--- config.mk ---
export PLATFORM = sky130hd
export DESIGN_NAME = icache_plru
export DESIGN_NICKNAME = d
export VERILOG_FILES = /design/src/source/icache_pkg.sv /design/src/source/icache_plru.sv
export VERILOG_INCLUDE_DIRS = /design/src /design/src/source
export SDC_FILE = /design/constraint.sdc
export NUM_CORES = 1
export LEC_CHECK = 0
export BUFFER_PORTS_ARGS = -buffer_cell sky130_fd_sc_hd__buf_2
export CELL_PAD_IN_SITES_DETAIL_PLACEMENT = 1
export CELL_PAD_IN_SITES_GLOBAL_PLACEMENT = 1
export CORE_MARGIN = 2
export CORE_UTILIZATION = 30
export DETAILED_ROUTE_END_ITERATION = 8
export PLACE_DENSITY = 0.63
export SLEW_MARGIN = 20
export SYNTH_ARGS = -nofsm -noshare
export SYNTH_HDL_FRONTEND = slang
export SYNTH_SLANG_ARGS = --single-unit
--- constraint.sdc ---
create_clock -name clk -period 3.55 [get_ports clk]
set_input_delay 0.355 -clock clk [delete_from_list [all_inputs] [get_ports clk]]
set_output_delay 0.355 -clock clk [all_outputs]
set_load 0.01 [all_outputs]
--- src/source/icache_settings.svh ---
`ifndef ICACHE_SETTINGS_SVH
`define ICACHE_SETTINGS_SVH

// cache geometry
// 128 sets x 2 ways x 16 words x 4 bytes = 16 KB

// number of sets, one index value each
`define ICACHE_SETS 128

// ways per set
`define ICACHE_WAYS 2

// words in one cache line
`define ICACHE_LINE_WORDS 16

// bus widths

// one instruction word
`define ICACHE_WORD_BITS 32

// byte address on the fetch and burst ports
`define ICACHE_ADDR_BITS 32

`endif

--- src/source/icache_pkg.sv ---
`include "icache_settings.svh"

package icache_pkg;

    // address split, derived from the geometry
    localparam int BYTE_BITS = $clog2(`ICACHE_WORD_BITS / 8);
    localparam int OFFSET_BITS = $clog2(`ICACHE_LINE_WORDS);
    localparam int INDEX_BITS = $clog2(`ICACHE_SETS);
    localparam int WAY_BITS = $clog2(`ICACHE_WAYS);
    localparam int TAG_BITS = `ICACHE_ADDR_BITS - INDEX_BITS - OFFSET_BITS - BYTE_BITS;

    localparam int OFFSET_LSB = BYTE_BITS;
    localparam int INDEX_LSB = OFFSET_LSB + OFFSET_BITS;
    localparam int TAG_LSB = INDEX_LSB + INDEX_BITS;

    typedef logic [`ICACHE_WORD_BITS-1:0] word_t;
    typedef logic [`ICACHE_ADDR_BITS-1:0] addr_t;
    typedef logic [TAG_BITS-1:0] tag_t;
    typedef logic [INDEX_BITS-1:0] index_t;
    typedef logic [OFFSET_BITS-1:0] offset_t;
    typedef logic [WAY_BITS-1:0] way_t;
    // {way, index, offset}
    typedef logic [WAY_BITS+INDEX_BITS+OFFSET_BITS-1:0] ram_addr_t;
    // fetch_2 word in the upper half
    typedef logic [2*`ICACHE_WORD_BITS-1:0] word_pair_t;

    typedef struct packed {
        logic valid;
        addr_t addr;
    } fetch_req_t;

    typedef struct packed {
        logic addr_ok;
        logic data_ok;
        word_pair_t data;
    } fetch_resp_t;

    typedef struct packed {
        logic valid;
        addr_t addr;
    } burst_req_t;

    typedef struct packed {
        logic ready;
        logic last;
        word_t data;
    } burst_resp_t;

    // stage record, held while a miss is served
    typedef struct packed {
        fetch_req_t fetch_1;
        fetch_req_t fetch_2;
        logic hit_1;
        logic hit_2;
        way_t hit_way_1;
        way_t hit_way_2;
        logic same_line;
    } lookup_t;

    typedef enum logic [1:0] {
        idle,
        fetch_1,
        fetch_2
    } refill_state_t;

endpackage

--- src/source/icache_plru.sv ---
`timescale 1ns/1ns

module icache_plru (
    input  logic                clk,
    input  logic                resetn,
    input  icache_pkg::lookup_t stage,
    output icache_pkg::way_t    victim_1,
    output icache_pkg::way_t    victim_2,
    input  logic                touch_1,
    input  logic                touch_2,
    input  logic                fill_1,
    input  logic                fill_2
);

    // one bit per set, names the least recent way
    logic [(1 << icache_pkg::INDEX_BITS)-1:0] lru;

    icache_pkg::index_t idx_1;
    icache_pkg::index_t idx_2;
    logic same_set;

    assign idx_1 = stage.fetch_1.addr[icache_pkg::INDEX_LSB +: icache_pkg::INDEX_BITS];
    assign idx_2 = stage.fetch_2.addr[icache_pkg::INDEX_LSB +: icache_pkg::INDEX_BITS];
    assign same_set = (idx_1 == idx_2);

    // never evict the way the other fetch hits
    assign victim_1 = (same_set && stage.fetch_2.valid && stage.hit_2) ?
                      ~stage.hit_way_2 : lru[idx_1];
    assign victim_2 = (same_set && stage.hit_1) ? ~stage.hit_way_1 : lru[idx_2];

    always_ff @(posedge clk) begin
        if (resetn) begin
            lru <= '0;
        end else begin
            if (touch_1) begin
                lru[idx_1] <= ~stage.hit_way_1;
            end
            if (fill_1) begin
                lru[idx_1] <= ~victim_1;
            end
            // fetch_2 last, so it ends up most recent
            if (touch_2) begin
                lru[idx_2] <= ~stage.hit_way_2;
            end
            if (fill_2) begin
                lru[idx_2] <= ~victim_2;
            end
        end
    end

endmodule

==> summary by stage <==
Synthesis
The number of nets handed over by synthesis was 1793. Summing the sequential cell areas from Yosys gives 22.2% of the chip area. The post-synthesis cell count is 1716. The synthesized design spends more area on one cell type than any other, namely sky130_fd_sc_hd__dfxtp_1. Multiplexer cells account for 7.99% of the synthesized area.

The netlist area before placement is 0.0115 mm2. The adder-cell area share of the yosys netlist is 0%. The main combinational cell family by area after synthesis is compound AO/OA/AOI/OAI gates. The async set-or-reset flop fraction in the synthesized netlist is 0%.

The Yosys step of the flow raised 0 warnings. The most used flip-flop cell after synthesis is sky130_fd_sc_hd__dfxtp_1. Synthesis inferred 128 register bits. Summing the areas of all compound-gate instances in the mapped netlist gives 48.8% of the synthesized area. Each instance of the synthesized netlist takes up on average 6.72 um2. The number of different library cells in the post-synthesis netlist is 56. By area the synthesized netlist is led by sky130_fd_sc_hd__dfxtp_1 22%, sky130_fd_sc_hd__o21ai_0 17%, sky130_fd_sc_hd__a21oi_1 13%, sky130_fd_sc_hd__o31ai_1 7.9%, sky130_fd_sc_hd__nand2_1 6.5%.

The number of flops mapped to enable cells by yosys is 0. The most instantiated library cell after synthesis is sky130_fd_sc_hd__o21ai_0. The commonest cells after synthesis are 402 x sky130_fd_sc_hd__o21ai_0, 298 x sky130_fd_sc_hd__a21oi_1, 199 x sky130_fd_sc_hd__nand2_1. In this run the biggest area consumer among cell types represents 22.2% of the synthesized area. The xor/xnor share of the synthesized area is 0.532%. Summing the areas of all and, or, nand and nor instances in the mapped netlist gives 12.9% of the synthesized area.

Worst setup path
The required time at the endpoint of the critical path is 3.19 ns. STA classifies the critical path endpoint as an output pin. In this run the register-to-register setup slack is 0.57 ns. The worst setup path is launched from a primary input. Data on the critical path arrives at its endpoint at 3.23 ns. The kind of critical path is in -> out. In this run the worst path has a maximum fanout of 17.

Global route
Entering global routing, the biggest net connects 52 pins. Summed over all layers, the global routing overflow is 0. The via count of the first global-routing pass is 15300.

The initial antenna violation count was 5. The overall track demand over capacity in global routing is 37.5%. The wire length of the first global-routing pass is 107000 um.

Place
Counting tap cells, the placed design contains a total of 2235 instances. The detailed placement HPWL is 50600 um. The count of buffers added on input and output ports is 26. The placed cell area is 0.0130 mm2.

The routability congestion estimate is 1.03.

CTS
The buffer cell driving the clock tree root is sky130_fd_sc_hd__clkbuf_16. The clock latency on the worst-skew pair is 0.47 ns. The clock-pin slew on the worst setup and hold paths is 0.07 ns.

Counting along the longest clock path gives a buffer depth of 2. The depth of the CTS H-tree is 4. The TritonCTS buffer count is 17. The count of clock tree sinks is 128. Once the clock tree was built, the resizer swapped 0 gates to a different size.

Buffers added to address setup during post-CTS repair amount to 0. The TritonCTS clock tree is done. Hold repair after CTS inserted 0 buffers.

Cells and area
The fraction of the core area covered by cells at the end of the flow is 36.0%. The summed area of non-filler cells in the final layout is 0.0136 mm2. The area growth from synthesis to layout is 17.9%. The net count of the finished layout is 1820.

The fraction of layout cells with a size suffix above 1 is 17.2%. The register with the most flip-flops in the final layout is lru. The number of flip-flops under the largest register name is 128. The finished layout holds 2270 standard cells, fillers aside. The largest registers in the layout are lru (128). The number of fill cells in the layout is 4729.

STA
The count of final setup violators is 1. The headroom to the max-slew limit is 37.9%. At the pin with the least slew margin, the transition time is 0.927 ns.

The worst setup skew after layout is 0.0170 ns. Setup repair after global routing left no endpoint under its margin. The number of max-slew violations in the final report is 0. The worst path in the final design needs a cycle of 3.59 ns, including I/O delays and setup. The accumulated negative setup slack is -0.0390 ns.

The worst path uses 101% of the clock period. The final hold violation count is 0. The worst-case setup margin in the final layout is -0.0390 ns. The maximum clock frequency is 0.279 GHz.

Route
For this run, design rule violations remaining after detail routing come to 0. The number of iterations in the first detailed-routing pass is 6. The total number of vias is 15700. In this run the remaining antenna-violating nets after routing total 0. Dividing the detail-routed via count by the number of cells gives 6.90. The total wire length is 74800 um. After the first detailed-routing iteration, the DRC count stood at 1995.

Dividing the detail-routed wire length by the instance count gives 33.0 um.

Job
The tool flagged a number of max-cap violations equal to 0.

Run status
The run finished, with violations left. The final reports fail on negative setup slack.

Min path
The type of the most critical hold path is in -> reg.

Die
During I/O placement, the number of pins put on the boundary was 79. The placement row count is 71. In this run the horizontal extent of the chip is 200 um.

For this configuration, the core starts out at a cell density of 30.5%. The core region is 0.0378 mm2. The floorplan step set the die height to 200 um. The floorplan step defined a die boundary enclosing 0.0400 mm2.

Power
Summed over all cells, the static leakage comes to 4.37 nW. Total power for the finished layout comes to 4.20 mW. The worst-case IR drop observed on VDD is 0.000189 V. The total power density per cell area is 309 mW/mm2.
-- critical path, cell delays in order --
cell                       delay (ns)
sky130_fd_sc_hd__buf_2           0.40
sky130_fd_sc_hd__nor2b_1         0.66
sky130_fd_sc_hd__a22oi_1         0.20
sky130_fd_sc_hd__and3_1          0.25
sky130_fd_sc_hd__a311oi_1        0.47
sky130_fd_sc_hd__o21ai_0         0.27
sky130_fd_sc_hd__o311ai_4        0.15
sky130_fd_sc_hd__nand2_1         0.25
sky130_fd_sc_hd__buf_2           0.22
-- layout by cell type (no fill, tap or decap), types with 6 or more instances in the layout --
cell type                   Yosys  layout
sky130_fd_sc_hd__o21ai_0      402     402
sky130_fd_sc_hd__a21oi_1      298     298
sky130_fd_sc_hd__nand2_1      199     198
sky130_fd_sc_hd__buf_4         16     161
sky130_fd_sc_hd__dfxtp_1      128     128
sky130_fd_sc_hd__o31ai_1      122     122
sky130_fd_sc_hd__a31oi_1       50      50
sky130_fd_sc_hd__nor2_1        37      29
sky130_fd_sc_hd__mux2i_1       29      29
sky130_fd_sc_hd__buf_2         32      25
sky130_fd_sc_hd__o22ai_1       23      23
sky130_fd_sc_hd__o221ai_1      22      22
sky130_fd_sc_hd__mux2_2        22      22
sky130_fd_sc_hd__nand3_1       22      22
sky130_fd_sc_hd__mux4_2        17      17
sky130_fd_sc_hd__clkbuf_16      0      17
sky130_fd_sc_hd__nand2b_1      18      16
sky130_fd_sc_hd__nor2b_1       16      16
sky130_fd_sc_hd__nor3_1        16      14
sky130_fd_sc_hd__buf_12         0      13
sky130_fd_sc_hd__a22oi_1       12      12
sky130_fd_sc_hd__a211oi_1      11      11
sky130_fd_sc_hd__inv_1         10      10
sky130_fd_sc_hd__a211oi_4       0       8
sky130_fd_sc_hd__nor2_2         0       8
sky130_fd_sc_hd__xnor2_1        6       6
sky130_fd_sc_hd__or2_2          6       6
sky130_fd_sc_hd__clkinv_2       0       6
-- logic make-up after synthesis --
family,after synthesis
flip-flops,128
buffers and inverters,201
AND/OR/NAND/NOR,335
AO/OA/AOI/OAI,977
multiplexers,68
XOR/XNOR,7
-- final timing paths --
path	from	endpoint	cells after the start
hold reg to reg	lru[76]$_SDFF_PP0_	lru[76]$_SDFF_PP0_	6
setup reg to reg	lru[105]$_SDFF_PP0_	lru[28]$_SDFF_PP0_	11
setup / recovery	stage[45]	victim_1	9
hold / removal	fill_1	lru[101]$_SDFF_PP0_	4
-- per-layer routing --
| metal | track usage [%] | up-vias | part of all wire (%) |
|---|---|---|---|
| met2 | 55.3 | 1067 | 42 |
| li1 | - | 6521 | - |
| met3 | 9.81 | 284 | 11 |
| met5 | 0 | - | 0 |
| met1 | 48.3 | 7792 | 40 |
| met4 | 24.8 | 0 | 6.7 |
-- report_power, final --
group          leakage (nW)  internal (mW)  total (mW)  switching [mW]
Combinational          3.07          0.259       0.970           0.711
Clock                 0.265          0.970        1.76           0.793
Sequential             1.03           1.45        1.47          0.0148
Total                  4.37           2.68        4.20            1.52
-- area by class of cell --
class	count	area (um2)	share of cell area [%]
repair buffers	199	1590	11.7
flip-flops and latches	128	2560	18.9
multi-input cells	1387	8210	60.4
inverters	10	37.5	0.276
clock buffers	20	447	3.29
well taps	511	639	4.70
diodes	4	10.0	0.0737
clock inverters	11	92.6	0.681
-- stage by stage --
stage / worst slack [ns] / hold WS, ns
global placement: 0.0236 / 0.687
detailed placement: -0.0302 / 0.725
floorplan: 0.886 / 0.607
global route: 0.0327 / 0.399
CTS: 0.0701 / 0.339
finish: -0.0390 / 0.355
Note: power is estimated with default switching activity, not from simulation.
