===== src/source/icache_settings.svh =====
`ifndef ICACHE_SETTINGS_SVH
`define ICACHE_SETTINGS_SVH

// cache geometry
// 128 sets x 2 ways x 16 words x 4 bytes = 16 KB

// number of sets, one index value each
`define ICACHE_SETS 128

// ways per set
`define ICACHE_WAYS 2

// words in one cache line
`define ICACHE_LINE_WORDS 16

// bus widths

// one instruction word
`define ICACHE_WORD_BITS 32

// byte address on the fetch and burst ports
`define ICACHE_ADDR_BITS 32

`endif


===== src/source/icache_pkg.sv =====
`include "icache_settings.svh"

package icache_pkg;

    // address split, derived from the geometry
    localparam int BYTE_BITS = $clog2(`ICACHE_WORD_BITS / 8);
    localparam int OFFSET_BITS = $clog2(`ICACHE_LINE_WORDS);
    localparam int INDEX_BITS = $clog2(`ICACHE_SETS);
    localparam int WAY_BITS = $clog2(`ICACHE_WAYS);
    localparam int TAG_BITS = `ICACHE_ADDR_BITS - INDEX_BITS - OFFSET_BITS - BYTE_BITS;

    localparam int OFFSET_LSB = BYTE_BITS;
    localparam int INDEX_LSB = OFFSET_LSB + OFFSET_BITS;
    localparam int TAG_LSB = INDEX_LSB + INDEX_BITS;

    typedef logic [`ICACHE_WORD_BITS-1:0] word_t;
    typedef logic [`ICACHE_ADDR_BITS-1:0] addr_t;
    typedef logic [TAG_BITS-1:0] tag_t;
    typedef logic [INDEX_BITS-1:0] index_t;
    typedef logic [OFFSET_BITS-1:0] offset_t;
    typedef logic [WAY_BITS-1:0] way_t;
    // {way, index, offset}
    typedef logic [WAY_BITS+INDEX_BITS+OFFSET_BITS-1:0] ram_addr_t;
    // fetch_2 word in the upper half
    typedef logic [2*`ICACHE_WORD_BITS-1:0] word_pair_t;

    typedef struct packed {
        logic valid;
        addr_t addr;
    } fetch_req_t;

    typedef struct packed {
        logic addr_ok;
        logic data_ok;
        word_pair_t data;
    } fetch_resp_t;

    typedef struct packed {
        logic valid;
        addr_t addr;
    } burst_req_t;

    typedef struct packed {
        logic ready;
        logic last;
        word_t data;
    } burst_resp_t;

    // stage record, held while a miss is served
    typedef struct packed {
        fetch_req_t fetch_1;
        fetch_req_t fetch_2;
        logic hit_1;
        logic hit_2;
        way_t hit_way_1;
        way_t hit_way_2;
        logic same_line;
    } lookup_t;

    typedef enum logic [1:0] {
        idle,
        fetch_1,
        fetch_2
    } refill_state_t;

endpackage


===== src/source/icache_lookup_stage.sv =====
`timescale 1ns/1ns

module icache_lookup_stage (
    input  logic                   clk,
    input  logic                   resetn,
    input  icache_pkg::fetch_req_t fetch_1,
    input  icache_pkg::fetch_req_t fetch_2,
    input  logic                   hit_1,
    input  logic                   hit_2,
    input  icache_pkg::way_t       hit_way_1,
    input  icache_pkg::way_t       hit_way_2,
    input  logic                   refill_done,
    output icache_pkg::lookup_t    stage,
    output logic                   addr_ok,
    output logic                   data_ok,
    output logic                   rd_go
);

    logic accept;
    logic all_hit;
    logic same_line;
    logic busy;
    logic hit_rd;
    logic refill_rd;

    assign accept = ~busy && fetch_1.valid;

    // unwanted fetch_2 counts as a hit
    assign all_hit = hit_1 && (hit_2 || ~fetch_2.valid);

    // tag and index equal, so one burst covers both
    assign same_line = fetch_2.valid &&
                       ((fetch_1.addr >> icache_pkg::INDEX_LSB) ==
                        (fetch_2.addr >> icache_pkg::INDEX_LSB));

    always_ff @(posedge clk) begin
        if (accept) begin
            stage.fetch_1 <= fetch_1;
            stage.fetch_2 <= fetch_2;
            stage.hit_1 <= hit_1;
            stage.hit_2 <= hit_2;
            stage.hit_way_1 <= hit_way_1;
            stage.hit_way_2 <= hit_way_2;
            stage.same_line <= same_line;
        end
    end

    always_ff @(posedge clk) begin
        if (resetn) begin
            busy <= 1'b0;
            hit_rd <= 1'b0;
            refill_rd <= 1'b0;
            data_ok <= 1'b0;
        end else begin
            if (accept && ~all_hit) begin
                busy <= 1'b1;
            end else if (refill_rd) begin
                // reopen together with data_ok
                busy <= 1'b0;
            end
            hit_rd <= accept && all_hit;
            refill_rd <= refill_done;
            data_ok <= rd_go;
        end
    end

    assign addr_ok = ~busy;
    assign rd_go = hit_rd || refill_rd;

endmodule


===== config.mk =====
export PLATFORM = sky130hd
export DESIGN_NAME = icache_lookup_stage
export DESIGN_NICKNAME = d
export VERILOG_FILES = /design/src/source/icache_pkg.sv /design/src/source/icache_lookup_stage.sv
export VERILOG_INCLUDE_DIRS = /design/src /design/src/source
export SDC_FILE = /design/constraint.sdc
export NUM_CORES = 1
export LEC_CHECK = 0
export BUFFER_PORTS_ARGS = -buffer_cell sky130_fd_sc_hd__buf_2
export CAP_MARGIN = 20
export CELL_PAD_IN_SITES_DETAIL_PLACEMENT = 2
export CELL_PAD_IN_SITES_GLOBAL_PLACEMENT = 2
export CORE_UTILIZATION = 30
export CTS_BUF_LIST = sky130_fd_sc_hd__clkbuf_16
export DETAILED_ROUTE_END_ITERATION = 10
export GPL_TIMING_DRIVEN = 0
export PLACE_DENSITY_LB_ADDON = 0.1
export SYNTH_ARGS = -nofsm -noshare
export SYNTH_HDL_FRONTEND = slang
export SYNTH_SLANG_ARGS = --single-unit

===== constraint.sdc =====
create_clock -name clk -period 12.8 [get_ports clk]
set_clock_uncertainty 0.2 [all_clocks]
set_input_delay 1.28 -clock clk [delete_from_list [all_inputs] [get_ports clk]]
set_output_delay 1.28 -clock clk [all_outputs]
set_load 0.01 [all_outputs]

==> metrics, run 1 <==
share of cells above drive strength 1 0.572; Syn Inst Count 120; total clock buffers created by CTS 9; Tcrit/Tclk final 0.200; register area share after synthesis 0.865; Worst Path Max Fanout 2; GRT Overall Usage 0.154; syn avg cell area 21.3 um^2; DP Area 3480 um^2; deepest clock path buffer count 2; post-cts sizing count 0; initial DRC count 45; setup bufs post-CTS 0; worst setup path start refill_rd$_SDFF_PP0_; PD cells 151 nW/um^2; routed vias/inst 4.35; worst reg2reg path endpoint stage[28]$_DFFE_PP_; Relative slew margins 0.589; number of global-route vias before repair 1843; Port-buffer cells 146; Chip Height 94.4 um; CP delay by family, top flip-flops; P&R area growth vs syn 45.6%; fmax 391 MHz; Distinct cells, synth 15; final hold violation count 0; max incr delay on CP 0.31 ns; Setup TNS 0 ns; Max Slew Vio Count 0; FP Rows 33; Leakage 1.57 nW; Peak VDD IR 0.0000680 V; TritonCTS clock tree yes; Ant. Diodes 0; Syn. warnings 0; Detail Route Antenna Nets 0; full die area 8900 um^2; worst reg-to-reg path cell count 2; Critical Path RT 11.32 ns; Initial Utilization 0.311; Hold Path Class reg2reg; clk_lat worst skew 0.32 ns; core area 8220 um^2; crit-path cells or2_2 > buf_2; post-layout min period 2.56 ns; reg2reg start busy$_SDFFE_PP0P_; GPL Wtd Cong 0.652; routed length per placed instance 17.2 um; Max stage delay cell, worst path dfxtp_1; Critical Path End rd_go; most common cell after layout, fill and taps aside buf_2; first-pass GRT wire length 9.73 mm; critical path endpoint category output port; # clock sinks 75; largest net degree at the start of global routing 37; crit path kind reg2out; DRC Markers 0; # setup viols final 0; crit path DAT 1.08 ns; total length of routed wires 6.67 mm; Layout Nets 352; Slew @ Worst Pin 0.615 ns; R2R setup slack 11.14 ns; outcome finished clean; DP HPWL 5.18 mm; CP Depth 2; Util after Layout 0.453; Pre-antenna DRT Iters 3; initial antenna violation count 0; launching element type of the critical path flop; die width 94.4 um; syn nets 193; RSZ-0062 raised after global routing false; max cap viols 0; vias 1688; Buf/Inv on CP 1; # hold bufs at CTS 0; #FFs+latches synth 75; H-Tree Depth 3; Worst-path clk slew 0.05 ns; Clk Tree Root Cell clkbuf_16; GR Overflow Total 0; Post-Synthesis Cell Area 2560 um^2; Final Cell Area 3730 um^2; highest-count cells in the layout ignoring fill and taps buf_2 (146), edfxtp_1 (71), xor2_1 (15); Ports 147
power breakdown:
part | internal (mW) | switching (mW)
sequential | 0.287 | 0.00402
combinational | 0.0253 | 0.0324
clock | 0.126 | 0.0870
total | 0.439 | 0.123
how the worst min path moves through the flow:
stage	startpoint	to	cells after the start	slack, ns
global route	refill_rd$_SDFF_PP0_	busy$_SDFFE_PP0P_	2	0.36
finish	refill_rd$_SDFF_PP0_	busy$_SDFFE_PP0P_	2	0.33
floorplan	refill_rd$_SDFF_PP0_	busy$_SDFFE_PP0P_	2	0.30
global placement	refill_rd$_SDFF_PP0_	busy$_SDFFE_PP0P_	2	0.32
CTS	refill_rd$_SDFF_PP0_	busy$_SDFFE_PP0P_	2	0.34
detailed placement	refill_rd$_SDFF_PP0_	busy$_SDFFE_PP0P_	2	0.33
Yosys cell counts:
cell type | number | share of area
a2bb2oi_1 | 1 | 0.0034
dfxtp_1 | 4 | 0.031
edfxtp_1 | 71 | 0.83
inv_1 | 2 | 0.0029
nand3_1 | 1 | 0.0020
nand4_1 | 3 | 0.0073
nor2_1 | 1 | 0.0015
nor2b_1 | 3 | 0.0073
nor3b_1 | 1 | 0.0029
nor4_1 | 4 | 0.0098
nor4_2 | 1 | 0.0049
o21ai_0 | 1 | 0.0020
or2_2 | 1 | 0.0024
xnor2_1 | 11 | 0.038
xor2_1 | 15 | 0.051
per-layer routing:
metal	vias up	wire, um	global-route usage
met5	-	0	0
met4	0	57	0.0538
met1	811	2480	0.165
li1	777	-	-
met3	7	678	0.0676
met2	93	3450	0.268
final cells by class:
class / instances / area, um^2
Fill cell: 831 / 4490
Sequential cell: 75 / 2210
Timing Repair Buffer: 148 / 778
Multi-Input combinational cell: 43 / 347
Clock buffer: 9 / 225
Tap cell: 105 / 131
Clock inverter: 6 / 25.0
Inverter: 2 / 7.51
stage by stage:
stage	instances	power (mW)	setup WS (ns)	hold slack, ns
6_report	388	0.563	10.24	0.335
5_1_grt	388	0.584	10.16	0.364
4_1_cts	388	0.572	10.18	0.341
3_5_place_dp	373	0.356	9.89	0.328
3_3_place_gp	371	0.352	6.05	0.322
2_1_floorplan	120	0.320	7.65	0.300
worst register-to-register path: cells and delay by family (launching register included):
family | cells | cell delay [ns]
AND/OR/NAND/NOR | 1 | 0.51
buffers and inverters | 1 | 0.30
flip-flops | 1 | 0.33
flip-flops by register name (all words and copies together), names as in the netlist:
name and count:
stage 71, refill_rd 1, data_ok 1, busy 1, hit_rd 1
cells by family after synthesis:
group                     Yosys count  synth area share
and+or+nand+nor                    15            0.0381
xor gates and xnor gates           26            0.0890
DFF                                75             0.865
buffers and inverters               2           0.00294
AOI/OAI and AO/OA                   2           0.00538
Note: power is estimated with default switching activity, not from simulation.
==> inputs of run 2 (changes only) <==
CORE_UTILIZATION = 28   (was 30)
clock period = 2.5 ns   (was 12.8 ns; I/O delays follow)
==> run 2 against run 1 <==
  * Via count up 15%
  * Sequential share of layout area fell by 11 points
  * Register-to-register slack got worse by 10 ns
  * Non-clock buffer count is 72 higher
  * Clock power increased to 7.2 times the previous value
  * Critical path depth is 4 higher
  * Worst setup slack got worse by 9.8 ns
  * Flip-flop and latch count is the same
  * Largest power group is now clock
==> metrics, run 2 (synthesis gave the netlist of run 1 again) <==
outcome finished clean (unchanged); largest net degree at the start of global routing 28 (was 37); max reg flops 71 (unchanged); launching element type of the critical path input port (was flop); initial antenna violation count 0 (unchanged); full die area 9520 um^2 (was 8900 um^2); # setup viols final 0 (unchanged); worst reg-to-reg path cell count 2 (unchanged); Tcrit/Tclk final 0.817; highest-count cells in the layout ignoring fill and taps buf_2 (146), dlygate4sd3_1 (72), edfxtp_1 (71) (was buf_2 (146), edfxtp_1 (71), xor2_1 (15)); critical path endpoint category flop (was output port); final hold slack 0.347 ns (was 0.335 ns); Worst-path clk slew 0.06 ns (was 0.05 ns); Relative slew margins 0.498 (was 0.589); Slew @ Worst Pin 0.752 ns (was 0.615 ns); # clock sinks 75 (unchanged); placed cell count 376 (was 373); GRT Overall Usage 0.171 (was 0.154); GPL Wtd Cong 0.673 (was 0.652); Setup TNS 0 ns (unchanged); Leakage 1.92 nW (was 1.57 nW); DRC Markers 0 (unchanged); hold-critical path endpoint busy$_SDFFE_PP0P_ (unchanged); crit path DAT 1.99 ns (was 1.08 ns); Chip Height 97.6 um (was 94.4 um); clk_lat worst skew 0.32 ns (about the same); Layout Nets 424 (was 352); Critical Path RT 2.45 ns (was 11.32 ns); R2R setup slack 0.77 ns (was 11.14 ns); deepest clock path buffer count 2 (unchanged); P&R area growth vs syn 78.1% (was 45.6%); final hold violation count 0 (unchanged); FP Rows 34 (was 33); Final Cell Area 4560 um^2 (was 3730 um^2); vias 1937 (was 1688); crit path kind in2reg (was reg2out); Port-buffer cells 146 (unchanged); Initial Utilization 0.292 (was 0.311); Ant. Diodes 0 (unchanged); Max Slew Vio Count 0 (unchanged); routed length per placed instance 17.1 um (was 17.2 um); Worst Path Max Fanout 2 (unchanged); worst reg2reg path endpoint stage[67]$_DFFE_PP_ (was stage[28]$_DFFE_PP_); post-layout min period 2.04 ns; most common cell after layout, fill and taps aside buf_2 (unchanged); die width 97.6 um (was 94.4 um); number of global-route vias before repair 2179 (was 1843); fmax 490 MHz; Hold Path Class reg2reg (unchanged); WHS Path Cells 2 (unchanged); total length of routed wires 7.95 mm (was 6.67 mm); DP HPWL 5.03 mm (was 5.18 mm); TritonCTS clock tree yes (unchanged); DP Area 3480 um^2 (about the same); Peak VDD IR 0.000336 V (was 0.0000680 V); GR Overflow Total 0 (unchanged); Hold Path Origin refill_rd$_SDFF_PP0_ (unchanged); PD cells 752 nW/um^2 (was 151 nW/um^2); most flop-heavy register stage (unchanged); post-cts sizing count 0 (unchanged); total clock buffers created by CTS 9 (unchanged); share of cells above drive strength 1 0.461 (was 0.572); Pre-antenna DRT Iters 4 (was 3); Ports 147 (unchanged); reg2reg start busy$_SDFFE_PP0P_ (unchanged); Clk Tree Root Cell clkbuf_16 (unchanged); Detail Route Antenna Nets 0 (unchanged); H-Tree Depth 3 (unchanged); Non-Filler Instances 464 (was 388); initial DRC count 25 (was 45); max cap viols 0 (unchanged); routed vias/inst 4.17 (was 4.35); RSZ-0062 raised after global routing false (unchanged); first-pass GRT wire length 12.2 mm (was 9.73 mm); core area 8760 um^2 (was 8220 um^2)
-- run 2: worst max path at each step --
stage	slack (ns)	startpoint	end
4_1_cts	0.40	fetch_2[28]	stage[0]$_DFFE_PP_
2_1_floorplan	0.48	busy$_SDFFE_PP0P_	stage[0]$_DFFE_PP_
3_5_place_dp	0.64	fetch_2[28]	stage[0]$_DFFE_PP_
6_report	0.46	fetch_2[13]	stage[0]$_DFFE_PP_
5_1_grt	0.36	fetch_2[13]	stage[0]$_DFFE_PP_
3_3_place_gp	-0.04	fetch_1[32]	stage[61]$_DFFE_PP_
-- run 2: per-stage QoR --
stage | setup WS, ns | util | total power, mW
floorplan | 0.482 | - | 1.63
global placement | -0.0440 | 0.392 | 1.80
detailed placement | 0.636 | 0.397 | 1.82
CTS | 0.400 | 0.520 | 3.46
global route | 0.365 | 0.520 | 3.55
finish | 0.457 | 0.520 | 3.43
-- run 2: worst max-delay path, cell delays in order --
cell and delay [ns]:
dlygate4sd3_1 0.53, buf_2 0.14, xor2_1 0.15, nor4_1 0.41, nand4_1 0.21, nor4_2 0.30
-- run 2: where the power goes --
| group | switching [mW] | internal (mW) |
|---|---|---|
| clock network | 0.479 | 1.07 |
| logic | 0.188 | 0.203 |
| registers | 0.0194 | 1.47 |
-- run 2: repair_timing --
action                    4_1_cts  5_1_grt
hold endpoints to repair       74        0
setup buffers                   0        0
hold buffers                   72        0
-- run 2: metal layers --
metal | track usage | up-vias | share of wire
met2 | 0.324 | 78 | 0.57
met4 | 0.0441 | 0 | 0.0050
met1 | 0.183 | 935 | 0.37
met5 | 0 | - | 0
met3 | 0.0525 | 4 | 0.056
li1 | - | 920 | -
-- run 2: cell type report --
class                      instances  area (um^2)
clock buffer                       9          225
clock inverter                     7          131
inverter                           2         7.51
sequential                        75         2210
tap                              108          135
multi-input combinational         43          347
fill                             836         4210
timing repair buffer             220         1500
