File: src/source/icache_settings.svh
`ifndef ICACHE_SETTINGS_SVH
`define ICACHE_SETTINGS_SVH

// cache geometry
// 128 sets x 2 ways x 16 words x 4 bytes = 16 KB

// number of sets, one index value each
`define ICACHE_SETS 128

// ways per set
`define ICACHE_WAYS 2

// words in one cache line
`define ICACHE_LINE_WORDS 16

// bus widths

// one instruction word
`define ICACHE_WORD_BITS 32

// byte address on the fetch and burst ports
`define ICACHE_ADDR_BITS 32

`endif

File: src/source/icache_pkg.sv
`include "icache_settings.svh"

package icache_pkg;

    // address split, derived from the geometry
    localparam int BYTE_BITS = $clog2(`ICACHE_WORD_BITS / 8);
    localparam int OFFSET_BITS = $clog2(`ICACHE_LINE_WORDS);
    localparam int INDEX_BITS = $clog2(`ICACHE_SETS);
    localparam int WAY_BITS = $clog2(`ICACHE_WAYS);
    localparam int TAG_BITS = `ICACHE_ADDR_BITS - INDEX_BITS - OFFSET_BITS - BYTE_BITS;

    localparam int OFFSET_LSB = BYTE_BITS;
    localparam int INDEX_LSB = OFFSET_LSB + OFFSET_BITS;
    localparam int TAG_LSB = INDEX_LSB + INDEX_BITS;

    typedef logic [`ICACHE_WORD_BITS-1:0] word_t;
    typedef logic [`ICACHE_ADDR_BITS-1:0] addr_t;
    typedef logic [TAG_BITS-1:0] tag_t;
    typedef logic [INDEX_BITS-1:0] index_t;
    typedef logic [OFFSET_BITS-1:0] offset_t;
    typedef logic [WAY_BITS-1:0] way_t;
    // {way, index, offset}
    typedef logic [WAY_BITS+INDEX_BITS+OFFSET_BITS-1:0] ram_addr_t;
    // fetch_2 word in the upper half
    typedef logic [2*`ICACHE_WORD_BITS-1:0] word_pair_t;

    typedef struct packed {
        logic valid;
        addr_t addr;
    } fetch_req_t;

    typedef struct packed {
        logic addr_ok;
        logic data_ok;
        word_pair_t data;
    } fetch_resp_t;

    typedef struct packed {
        logic valid;
        addr_t addr;
    } burst_req_t;

    typedef struct packed {
        logic ready;
        logic last;
        word_t data;
    } burst_resp_t;

    // stage record, held while a miss is served
    typedef struct packed {
        fetch_req_t fetch_1;
        fetch_req_t fetch_2;
        logic hit_1;
        logic hit_2;
        way_t hit_way_1;
        way_t hit_way_2;
        logic same_line;
    } lookup_t;

    typedef enum logic [1:0] {
        idle,
        fetch_1,
        fetch_2
    } refill_state_t;

endpackage

File: src/source/icache_refill_fsm.sv
`timescale 1ns/1ns

module icache_refill_fsm (
    input  logic                    clk,
    input  logic                    resetn,
    input  icache_pkg::lookup_t     stage,
    input  logic                    refill_go,
    input  icache_pkg::way_t        victim_1,
    input  icache_pkg::way_t        victim_2,
    output icache_pkg::burst_req_t  mem_req,
    input  icache_pkg::burst_resp_t mem_resp,
    output logic                    meta_wr_en,
    output icache_pkg::index_t      meta_wr_index,
    output icache_pkg::way_t        meta_wr_way,
    output icache_pkg::tag_t        meta_wr_tag,
    output logic                    ram_we,
    output icache_pkg::ram_addr_t   ram_addr,
    output icache_pkg::word_t       ram_wdata,
    output logic                    fill_1,
    output logic                    fill_2,
    output logic                    refill_done,
    output icache_pkg::way_t        fill_way_1,
    output icache_pkg::way_t        fill_way_2
);

    icache_pkg::refill_state_t state;

    logic need_1;
    logic need_2;
    logic done_1;
    logic done_2;
    logic start_1;
    logic start_2;
    logic beat;

    icache_pkg::addr_t miss_addr;
    icache_pkg::index_t miss_index;
    icache_pkg::way_t cur_way;
    icache_pkg::offset_t ptr;

    assign need_1 = ~stage.hit_1;
    assign need_2 = stage.fetch_2.valid && ~stage.hit_2 && ~stage.same_line;

    // done flags keep a finished burst from running twice
    assign start_1 = (state == icache_pkg::idle) && refill_go && need_1 && ~done_1;
    assign start_2 = (state == icache_pkg::idle) && refill_go && ~start_1 &&
                     need_2 && ~done_2;

    assign miss_addr = (state == icache_pkg::fetch_2) ? stage.fetch_2.addr :
                       stage.fetch_1.addr;
    assign miss_index = miss_addr[icache_pkg::INDEX_LSB +: icache_pkg::INDEX_BITS];
    assign cur_way = (state == icache_pkg::fetch_2) ? fill_way_2 : fill_way_1;

    assign beat = (state != icache_pkg::idle) && mem_resp.ready;
    assign fill_1 = (state == icache_pkg::fetch_1) && beat && mem_resp.last;
    assign fill_2 = (state == icache_pkg::fetch_2) && beat && mem_resp.last;
    assign refill_done = (fill_1 && ~need_2) || fill_2;

    assign mem_req.valid = (state != icache_pkg::idle);
    assign mem_req.addr = miss_addr;

    // one word per ready beat
    assign ram_we = beat;
    assign ram_addr = {cur_way, miss_index, ptr};
    assign ram_wdata = mem_resp.data;

    assign meta_wr_en = fill_1 || fill_2;
    assign meta_wr_index = miss_index;
    assign meta_wr_way = cur_way;
    assign meta_wr_tag = miss_addr[icache_pkg::TAG_LSB +: icache_pkg::TAG_BITS];

    always_ff @(posedge clk) begin
        if (resetn) begin
            state <= icache_pkg::idle;
            done_1 <= 1'b0;
            done_2 <= 1'b0;
        end else begin
            unique case (state)
                icache_pkg::idle: begin
                    if (start_1) begin
                        state <= icache_pkg::fetch_1;
                    end else if (start_2) begin
                        state <= icache_pkg::fetch_2;
                    end
                end
                icache_pkg::fetch_1: begin
                    if (fill_1) begin
                        state <= icache_pkg::idle;
                    end
                end
                icache_pkg::fetch_2: begin
                    if (fill_2) begin
                        state <= icache_pkg::idle;
                    end
                end
                default: begin
                    state <= icache_pkg::idle;
                end
            endcase
            // cleared once the stage accepts again
            if (~refill_go) begin
                done_1 <= 1'b0;
                done_2 <= 1'b0;
            end else begin
                if (fill_1) begin
                    done_1 <= 1'b1;
                end
                if (fill_2) begin
                    done_2 <= 1'b1;
                end
            end
        end
    end

    // burst start latches the victim and the missed word
    always_ff @(posedge clk) begin
        if (start_1) begin
            ptr <= stage.fetch_1.addr[icache_pkg::OFFSET_LSB +: icache_pkg::OFFSET_BITS];
            fill_way_1 <= victim_1;
            if (stage.same_line) begin
                fill_way_2 <= victim_1;
            end
        end else if (start_2) begin
            ptr <= stage.fetch_2.addr[icache_pkg::OFFSET_LSB +: icache_pkg::OFFSET_BITS];
            fill_way_2 <= victim_2;
        end else if (beat) begin
            // wraps within the line
            ptr <= ptr + 1'b1;
        end
    end

endmodule

File: config.mk
export PLATFORM = sky130hd
export DESIGN_NAME = icache_refill_fsm
export DESIGN_NICKNAME = d
export VERILOG_FILES = /design/src/source/icache_pkg.sv /design/src/source/icache_refill_fsm.sv
export VERILOG_INCLUDE_DIRS = /design/src /design/src/source
export SDC_FILE = /design/constraint.sdc
export NUM_CORES = 1
export LEC_CHECK = 0
export BUFFER_PORTS_ARGS = -buffer_cell sky130_fd_sc_hd__buf_2
export CORE_AREA = 2 2 86 88
export CTS_BUF_LIST = sky130_fd_sc_hd__clkbuf_8 sky130_fd_sc_hd__clkbuf_16
export CTS_CLUSTER_SIZE = 16
export DETAILED_ROUTE_END_ITERATION = 8
export DIE_AREA = 0 0 88 90
export SYNTH_ARGS = -nofsm -noshare
export SYNTH_HDL_FRONTEND = slang
export SYNTH_SLANG_ARGS = --single-unit
File: constraint.sdc
create_clock -name clk -period 2.3 [get_ports clk]
set_input_delay 0.115 -clock clk [delete_from_list [all_inputs] [get_ports clk]]
set_output_delay 0.115 -clock clk [all_outputs]
set_load 0.01 [all_outputs]
==> results of run 1 <==
where the power goes:
part	internal (uW)	switching, uW	total, uW
combinational	149	138	288
clock	117	70.8	188
sequential	208	8.78	217
total	474	218	692
placed cells by master, fill, tap and decap left out:
master    netlist  layout
buf_2           3     153
mux2_2         33      33
edfxtp_1        6       6
nor2_1          5       5
a22oi_1         4       4
dfxtp_1         4       4
inv_1           3       3
nand2_1         3       3
a21oi_1         3       3
clkbuf_8        0       3
nand3_1         2       2
nor2b_1         2       2
nand2b_1        2       2
or2_2           2       2
o21ai_0         2       2
o21ai_1         2       2
buf_4          66       2
and2b_1         1       1
or2_1           1       1
nor4b_4         1       1
and2_1          1       1
or3b_2          1       1
nor3_1          1       1
nor4_4          1       1
or3_1           1       1
a21o_1          1       1
xor2_1          1       1
mux2_4          1       1
xnor2_1         1       1
ha_1            1       1
clkinv_1        0       1
through the flow:
stage,instances,total power (uW)
global route,344,736
global placement,340,508
CTS,344,702
floorplan,157,464
detailed placement,340,510
finish,344,692
worst max-delay path, stage by stage, from the launching register on:
cell	delay, ns
dfxtp_1	0.31
or2_1	0.32
nor4b_4	0.57
or3_1	0.30
cell usage after synthesis (all sizes together) (2+ instances only):
library cell  instances  area share
buf                  70        0.36
mux2                 34        0.27
edfxtp                6        0.12
nor2                  5       0.013
a22oi                 4       0.021
dfxtp                 4       0.055
o21ai                 4       0.014
a21oi                 3       0.010
inv                   3      0.0078
nand2                 3      0.0078
or2                   3       0.013
nand2b                2      0.0086
nand3                 2      0.0069
nor2b                 2      0.0086
kinds of logic (layout without fill, tap and decap cells):
| kind of cell | after synthesis | in the layout | synth area share |
|---|---|---|---|
| mux | 34 | 34 | 0.267 |
| xor+xnor | 2 | 2 | 0.0121 |
| buf+inv | 74 | 162 | 0.370 |
| fa+ha+maj | 1 | 1 | 0.00863 |
| simple gates | 24 | 24 | 0.112 |
| compound gates | 12 | 12 | 0.0501 |
| flops | 10 | 10 | 0.180 |
layer usage:
| metal | routed length, um | vias up |
|---|---|---|
| met3 | 356 | 6 |
| met4 | 61 | 0 |
| met5 | 0 | - |
| met2 | 1880 | 83 |
| met1 | 1610 | 599 |
| li1 | - | 643 |
registers in the layout, summed over array words and instances, names as in the netlist:
signal and cells:
ptr 4, state 2, done_1 1, done_2 1, fill_way_1 1, fill_way_2 1
final cells by class:
type,count,area (um^2),share of cell area
multi-input cells,73,652,0.348
repair buffers,155,781,0.417
well taps,99,124,0.0661
flip-flops and latches,10,260,0.139
clock inverters,1,3.75,0.00200
inverters,3,11.3,0.00601
clock buffers,3,41.3,0.0220
worst paths after layout:
kind                            endpoint  slack, ns  cells after the start
worst min register to register    done_2       0.45                      2
worst min-delay path            state[0]       0.07                      2
worst max register to register    ptr[3]       0.49                      3
worst max-delay path              ptr[3]       0.49                      3
==> metrics.cfg, run 1 <==
[grt]
use_met3=0.0239
top_usage_layer=met2
first_global_vias=1171
grt_pass1_wl_um=5350
grt_use_total=0.0854
grt_max_degree=26
met2_usage=0.146
antenna_found_initial=0
met1_usage=0.100
overflow=0

[layout]
diodes=0
nFillCells=758
nNetsFinal=357
fin_util=0.267
finalInstanceArea_mm2=0.00187
syn_to_final_growth_pct=29.3
layout-drive-gt1-share=0.804

[drt]
drt_iter0_markers=45
post_drt_wl_per_cell_um=11.4
viasPerCell=3.87
first_pass_iters=4
wirelength_um=3910
drc=0
ant_nets=0
num_vias=1331

[yosys]
ys_warn_count=0
synth_area_mm2=0.00145
synth_fp_nets=268
synth_edf_count=6
synthCells=157
yosysUniqueCellTypes=31
async_reset_ff_frac=0
syn_area_per_cell_um2=9.23
ys_seq_elements=10
ys_seq_area_frac=0.180
synth_ff_type=edfxtp_1

[clock_network]
clkLatencyLatePin_ns=0.23
numCtsBuffers=3
cts_resized=0
ctsLongestPathBuffers=2
cts_tree=done
clock-sinks=10
post-cts-setup-buffer-count=0
htree_levels=1
hold_buffers=0
clk_pin_slew_ns=0.05
ctsRootBufferMaster=clkbuf_8

[floorplan]
start_util=0.206
fp.dieH_um=90
die_x_um=88
num_rows=31
coreArea_mm2=0.00702
dieArea_mm2=0.00792
io_pins=221

[critical_path]
timing.rr.start=state[0]
setup.worst_path.start_class=flop
crit_arrival_ns=1.74
path_class=flop to flop
worstPathMaxFanout=10
crit_start=state[0]
required_ns=2.23
endpoint_kind=flop

[pwr]
leakagePower_uw=0.000983
pwr_density_cell_mw_per_mm2=370
peakVddDrop_mv=0.259

[placed_design]
place_ws_ns=0.524
dp_hpwl_um=3360
dpl_cell_area_mm2=0.00183
place_congestion=0.807
portBuffers=153

[sta]
hold_viol_final=0
finalCriticalPeriod_ns=1.81
timing.final.ws_setup_ns=0.491
fin_skew_ns=0.00160
setup_viol=0
tightest_slew_ns=0.621
max_freq_mhz=553
relSlewSlack=0.584
rsz0062_at_grt=no
whs_ns=0.0678
slew_violations=0
setup-tns-final_ns=0
min_period_over_period=0.786

[outcome]
status=finished clean

[job]
max-cap-violations=0

[min_path]
hp-start=resetn
worst_hold_path_type=input port to flop

(Power assumes the default switching activity.)
==> run 2: changes to the inputs <==
- clock period: 2.3 -> 1.6 ns (I/O delays scaled with it)
==> run 2 against run 1 <==
  * The run now ends with negative setup slack left
  * Utilization rose by 3.9 points
  * Final area is 15% higher
  * Cell count rose by 2.9%
  * Routed wire length is 4.6% higher
  * Clock power is 39% higher
  * Clock skew fell by 0.0012 ns
  * First-iteration DRC count is 6.7% lower
  * Sequential share of layout area down 1.7 points
  * Non-clock buffer count rose by 10
  * Die area stayed put
  * Critical path type is now flop to output pin
==> metrics.cfg, run 2 (synthesis gave the netlist of run 1 again) <==
[pwr]
leakagePower_uw=0.00112  ; +14%
peakVddDrop_mv=0.195  ; -25%
combPwrFrac=0.462  ; +0.046
power_frac_clock=0.245  ; -0.026
pwr_density_cell_mw_per_mm2=496  ; +34%
internal-power_uw=743  ; +57%
switching_share=0.303  ; -0.0118
sequentialPowerShare=0.293  ; -0.020
switchingPower_uw=323  ; +48%

[layout]
fin_util=0.306  ; +0.0394
nFillCells=728  ; -4.0%
diodes=0  ; unchanged
multi_input_area_um2=706  ; +8.3%
finalNonFillerCells=354  ; +2.9%
regArea_um2=262  ; +0.48%
top_regs=ptr x4, state x2
final_cell_mix=buf_2 (134), mux2_2 (20), buf_6 (19), mux2_4 (14), buf_4 (9)
final_common_cell=buf_2
layout-drive-gt1-share=0.824  ; +0.0194
largest-register=ptr
finalInstanceArea_mm2=0.00215  ; +15%
nNetsFinal=367  ; +2.8%
syn_to_final_growth_pct=48.4
largest_register_ffs=4  ; unchanged

[sta]
rsz0062_at_grt=yes
relSlewSlack=0.820  ; +0.236
finalCriticalPeriod_ns=1.61
fin_skew_ns=0.000349  ; -0.00125 ns
setup_viol=11  ; +11
tightest_slew_ns=0.269  ; -0.352 ns
hold_viol_final=0  ; unchanged
timing.final.ws_setup_ns=-0.0116  ; -0.503 ns
max_freq_mhz=620
whs_ns=0.0337  ; -0.0341 ns
slew_violations=0  ; unchanged
min_period_over_period=1.01

[grt]
grt_max_degree=14  ; -46%
first_global_vias=1191  ; +1.7%
antenna_found_initial=0  ; unchanged
grt_pass1_wl_um=5350  ; unchanged
grt_use_total=0.0842  ; -0.00116
overflow=0  ; unchanged

[floorplan]
num_rows=31  ; unchanged
dieArea_mm2=0.00792  ; unchanged
fp.dieH_um=90  ; unchanged
die_x_um=88  ; unchanged
coreArea_mm2=0.00702  ; unchanged
io_pins=221  ; unchanged
start_util=0.206  ; unchanged

[critical_path]
required_ns=1.52  ; -0.71 ns
timing.rr.start=state[0]
endpoint_kind=output pin
worstPathMaxFanout=13  ; +3
crit_start=state[0]
crit_arrival_ns=1.53  ; -0.21 ns
path_class=flop to output pin
setup.worst_path.start_class=flop

[clock_network]
hold_buffers=0  ; unchanged
clk_pin_slew_ns=0.05  ; about the same
ctsLongestPathBuffers=2  ; unchanged
clock-sinks=10  ; unchanged
cts_tree=done
htree_levels=1  ; unchanged
ctsRootBufferMaster=clkbuf_8
clkLatencyLatePin_ns=0.23  ; about the same
numCtsBuffers=3  ; unchanged

[placed_design]
dpl_cell_area_mm2=0.00187  ; +2.5%
place_congestion=0.872  ; +8.0%
place_inst=346  ; +1.8%
dp_hpwl_um=3420  ; +2.0%
portBuffers=153  ; unchanged

[min_path]
worst_hold_path_type=input port to flop
hp-start=resetn

[drt]
wirelength_um=4090  ; +4.6%
viasPerCell=3.92  ; +1.2%
num_vias=1386  ; +4.1%
first_pass_iters=4  ; unchanged
post_drt_wl_per_cell_um=11.5  ; +1.6%
drc=0  ; unchanged
ant_nets=0  ; unchanged
drt_iter0_markers=42  ; -6.7%

[outcome]
status=complete, but fails checks
violations=negative setup slack

[job]
max-cap-violations=0  ; unchanged

==> run 2: changes by cell type in the layout (fill, tap and decap cells not counted), sizes merged <==
cell	change
buf	+10
==> run 2: layout make-up <==
class,count,share of cell area
repair buffers,165,0.466
multi-input cells,73,0.328
flip-flops and latches,10,0.122
well taps,99,0.0576
clock buffers,3,0.0192
inverters,3,0.00524
clock inverters,1,0.00175
==> run 2: critical path, cell delays in order, from the launching register on <==
cell     delay, ns
dfxtp_2       0.31
and2b_4       0.32
buf_12        0.17
mux2_2        0.35
buf_2         0.14
==> run 2: repair_timing <==
item                                    4_1_cts  5_1_grt
endpoints found under the setup margin       70       72
setup buffers                                 3        1
gates resized for setup                      13       30
pin swaps                                     1        1
==> run 2: through the flow <==
| step | TNS (ns) | setup WS [ns] | power [uW] |
|---|---|---|---|
| 2_1_floorplan | -0.109 | -0.0484 | 667 |
| 3_3_place_gp | 0 | 0.0167 | 741 |
| 3_5_place_dp | -0.199 | -0.0382 | 745 |
| 4_1_cts | -0.364 | -0.0263 | 1030 |
| 5_1_grt | -2.30 | -0.0674 | 1130 |
| 6_report | -0.0380 | -0.0116 | 1070 |
==> run 2: power by group through the flow <==
stage	sequential, uW	clock, uW	combinational (uW)
final	312	261	493
after global routing	314	290	530
after CTS	312	270	444
after detailed placement	317	0	428
after global placement	316	0	425
after floorplan	322	0	345
==> run 2: final timing paths <==
kind	slack [ns]	cells after the start	to
worst max-delay path	-0.01	4	mem_req[0]
worst min-delay path	0.03	2	state[0]
worst max register to register	0.05	4	fill_way_2
worst min register to register	0.45	2	done_2
==> run 2: routing by layer <==
| layer | part of all wire | global-route usage |
|---|---|---|
| met5 | 0 | 0 |
| met4 | 0.018 | 0.0321 |
| met1 | 0.40 | 0.0986 |
| met2 | 0.50 | 0.147 |
| met3 | 0.080 | 0.0174 |
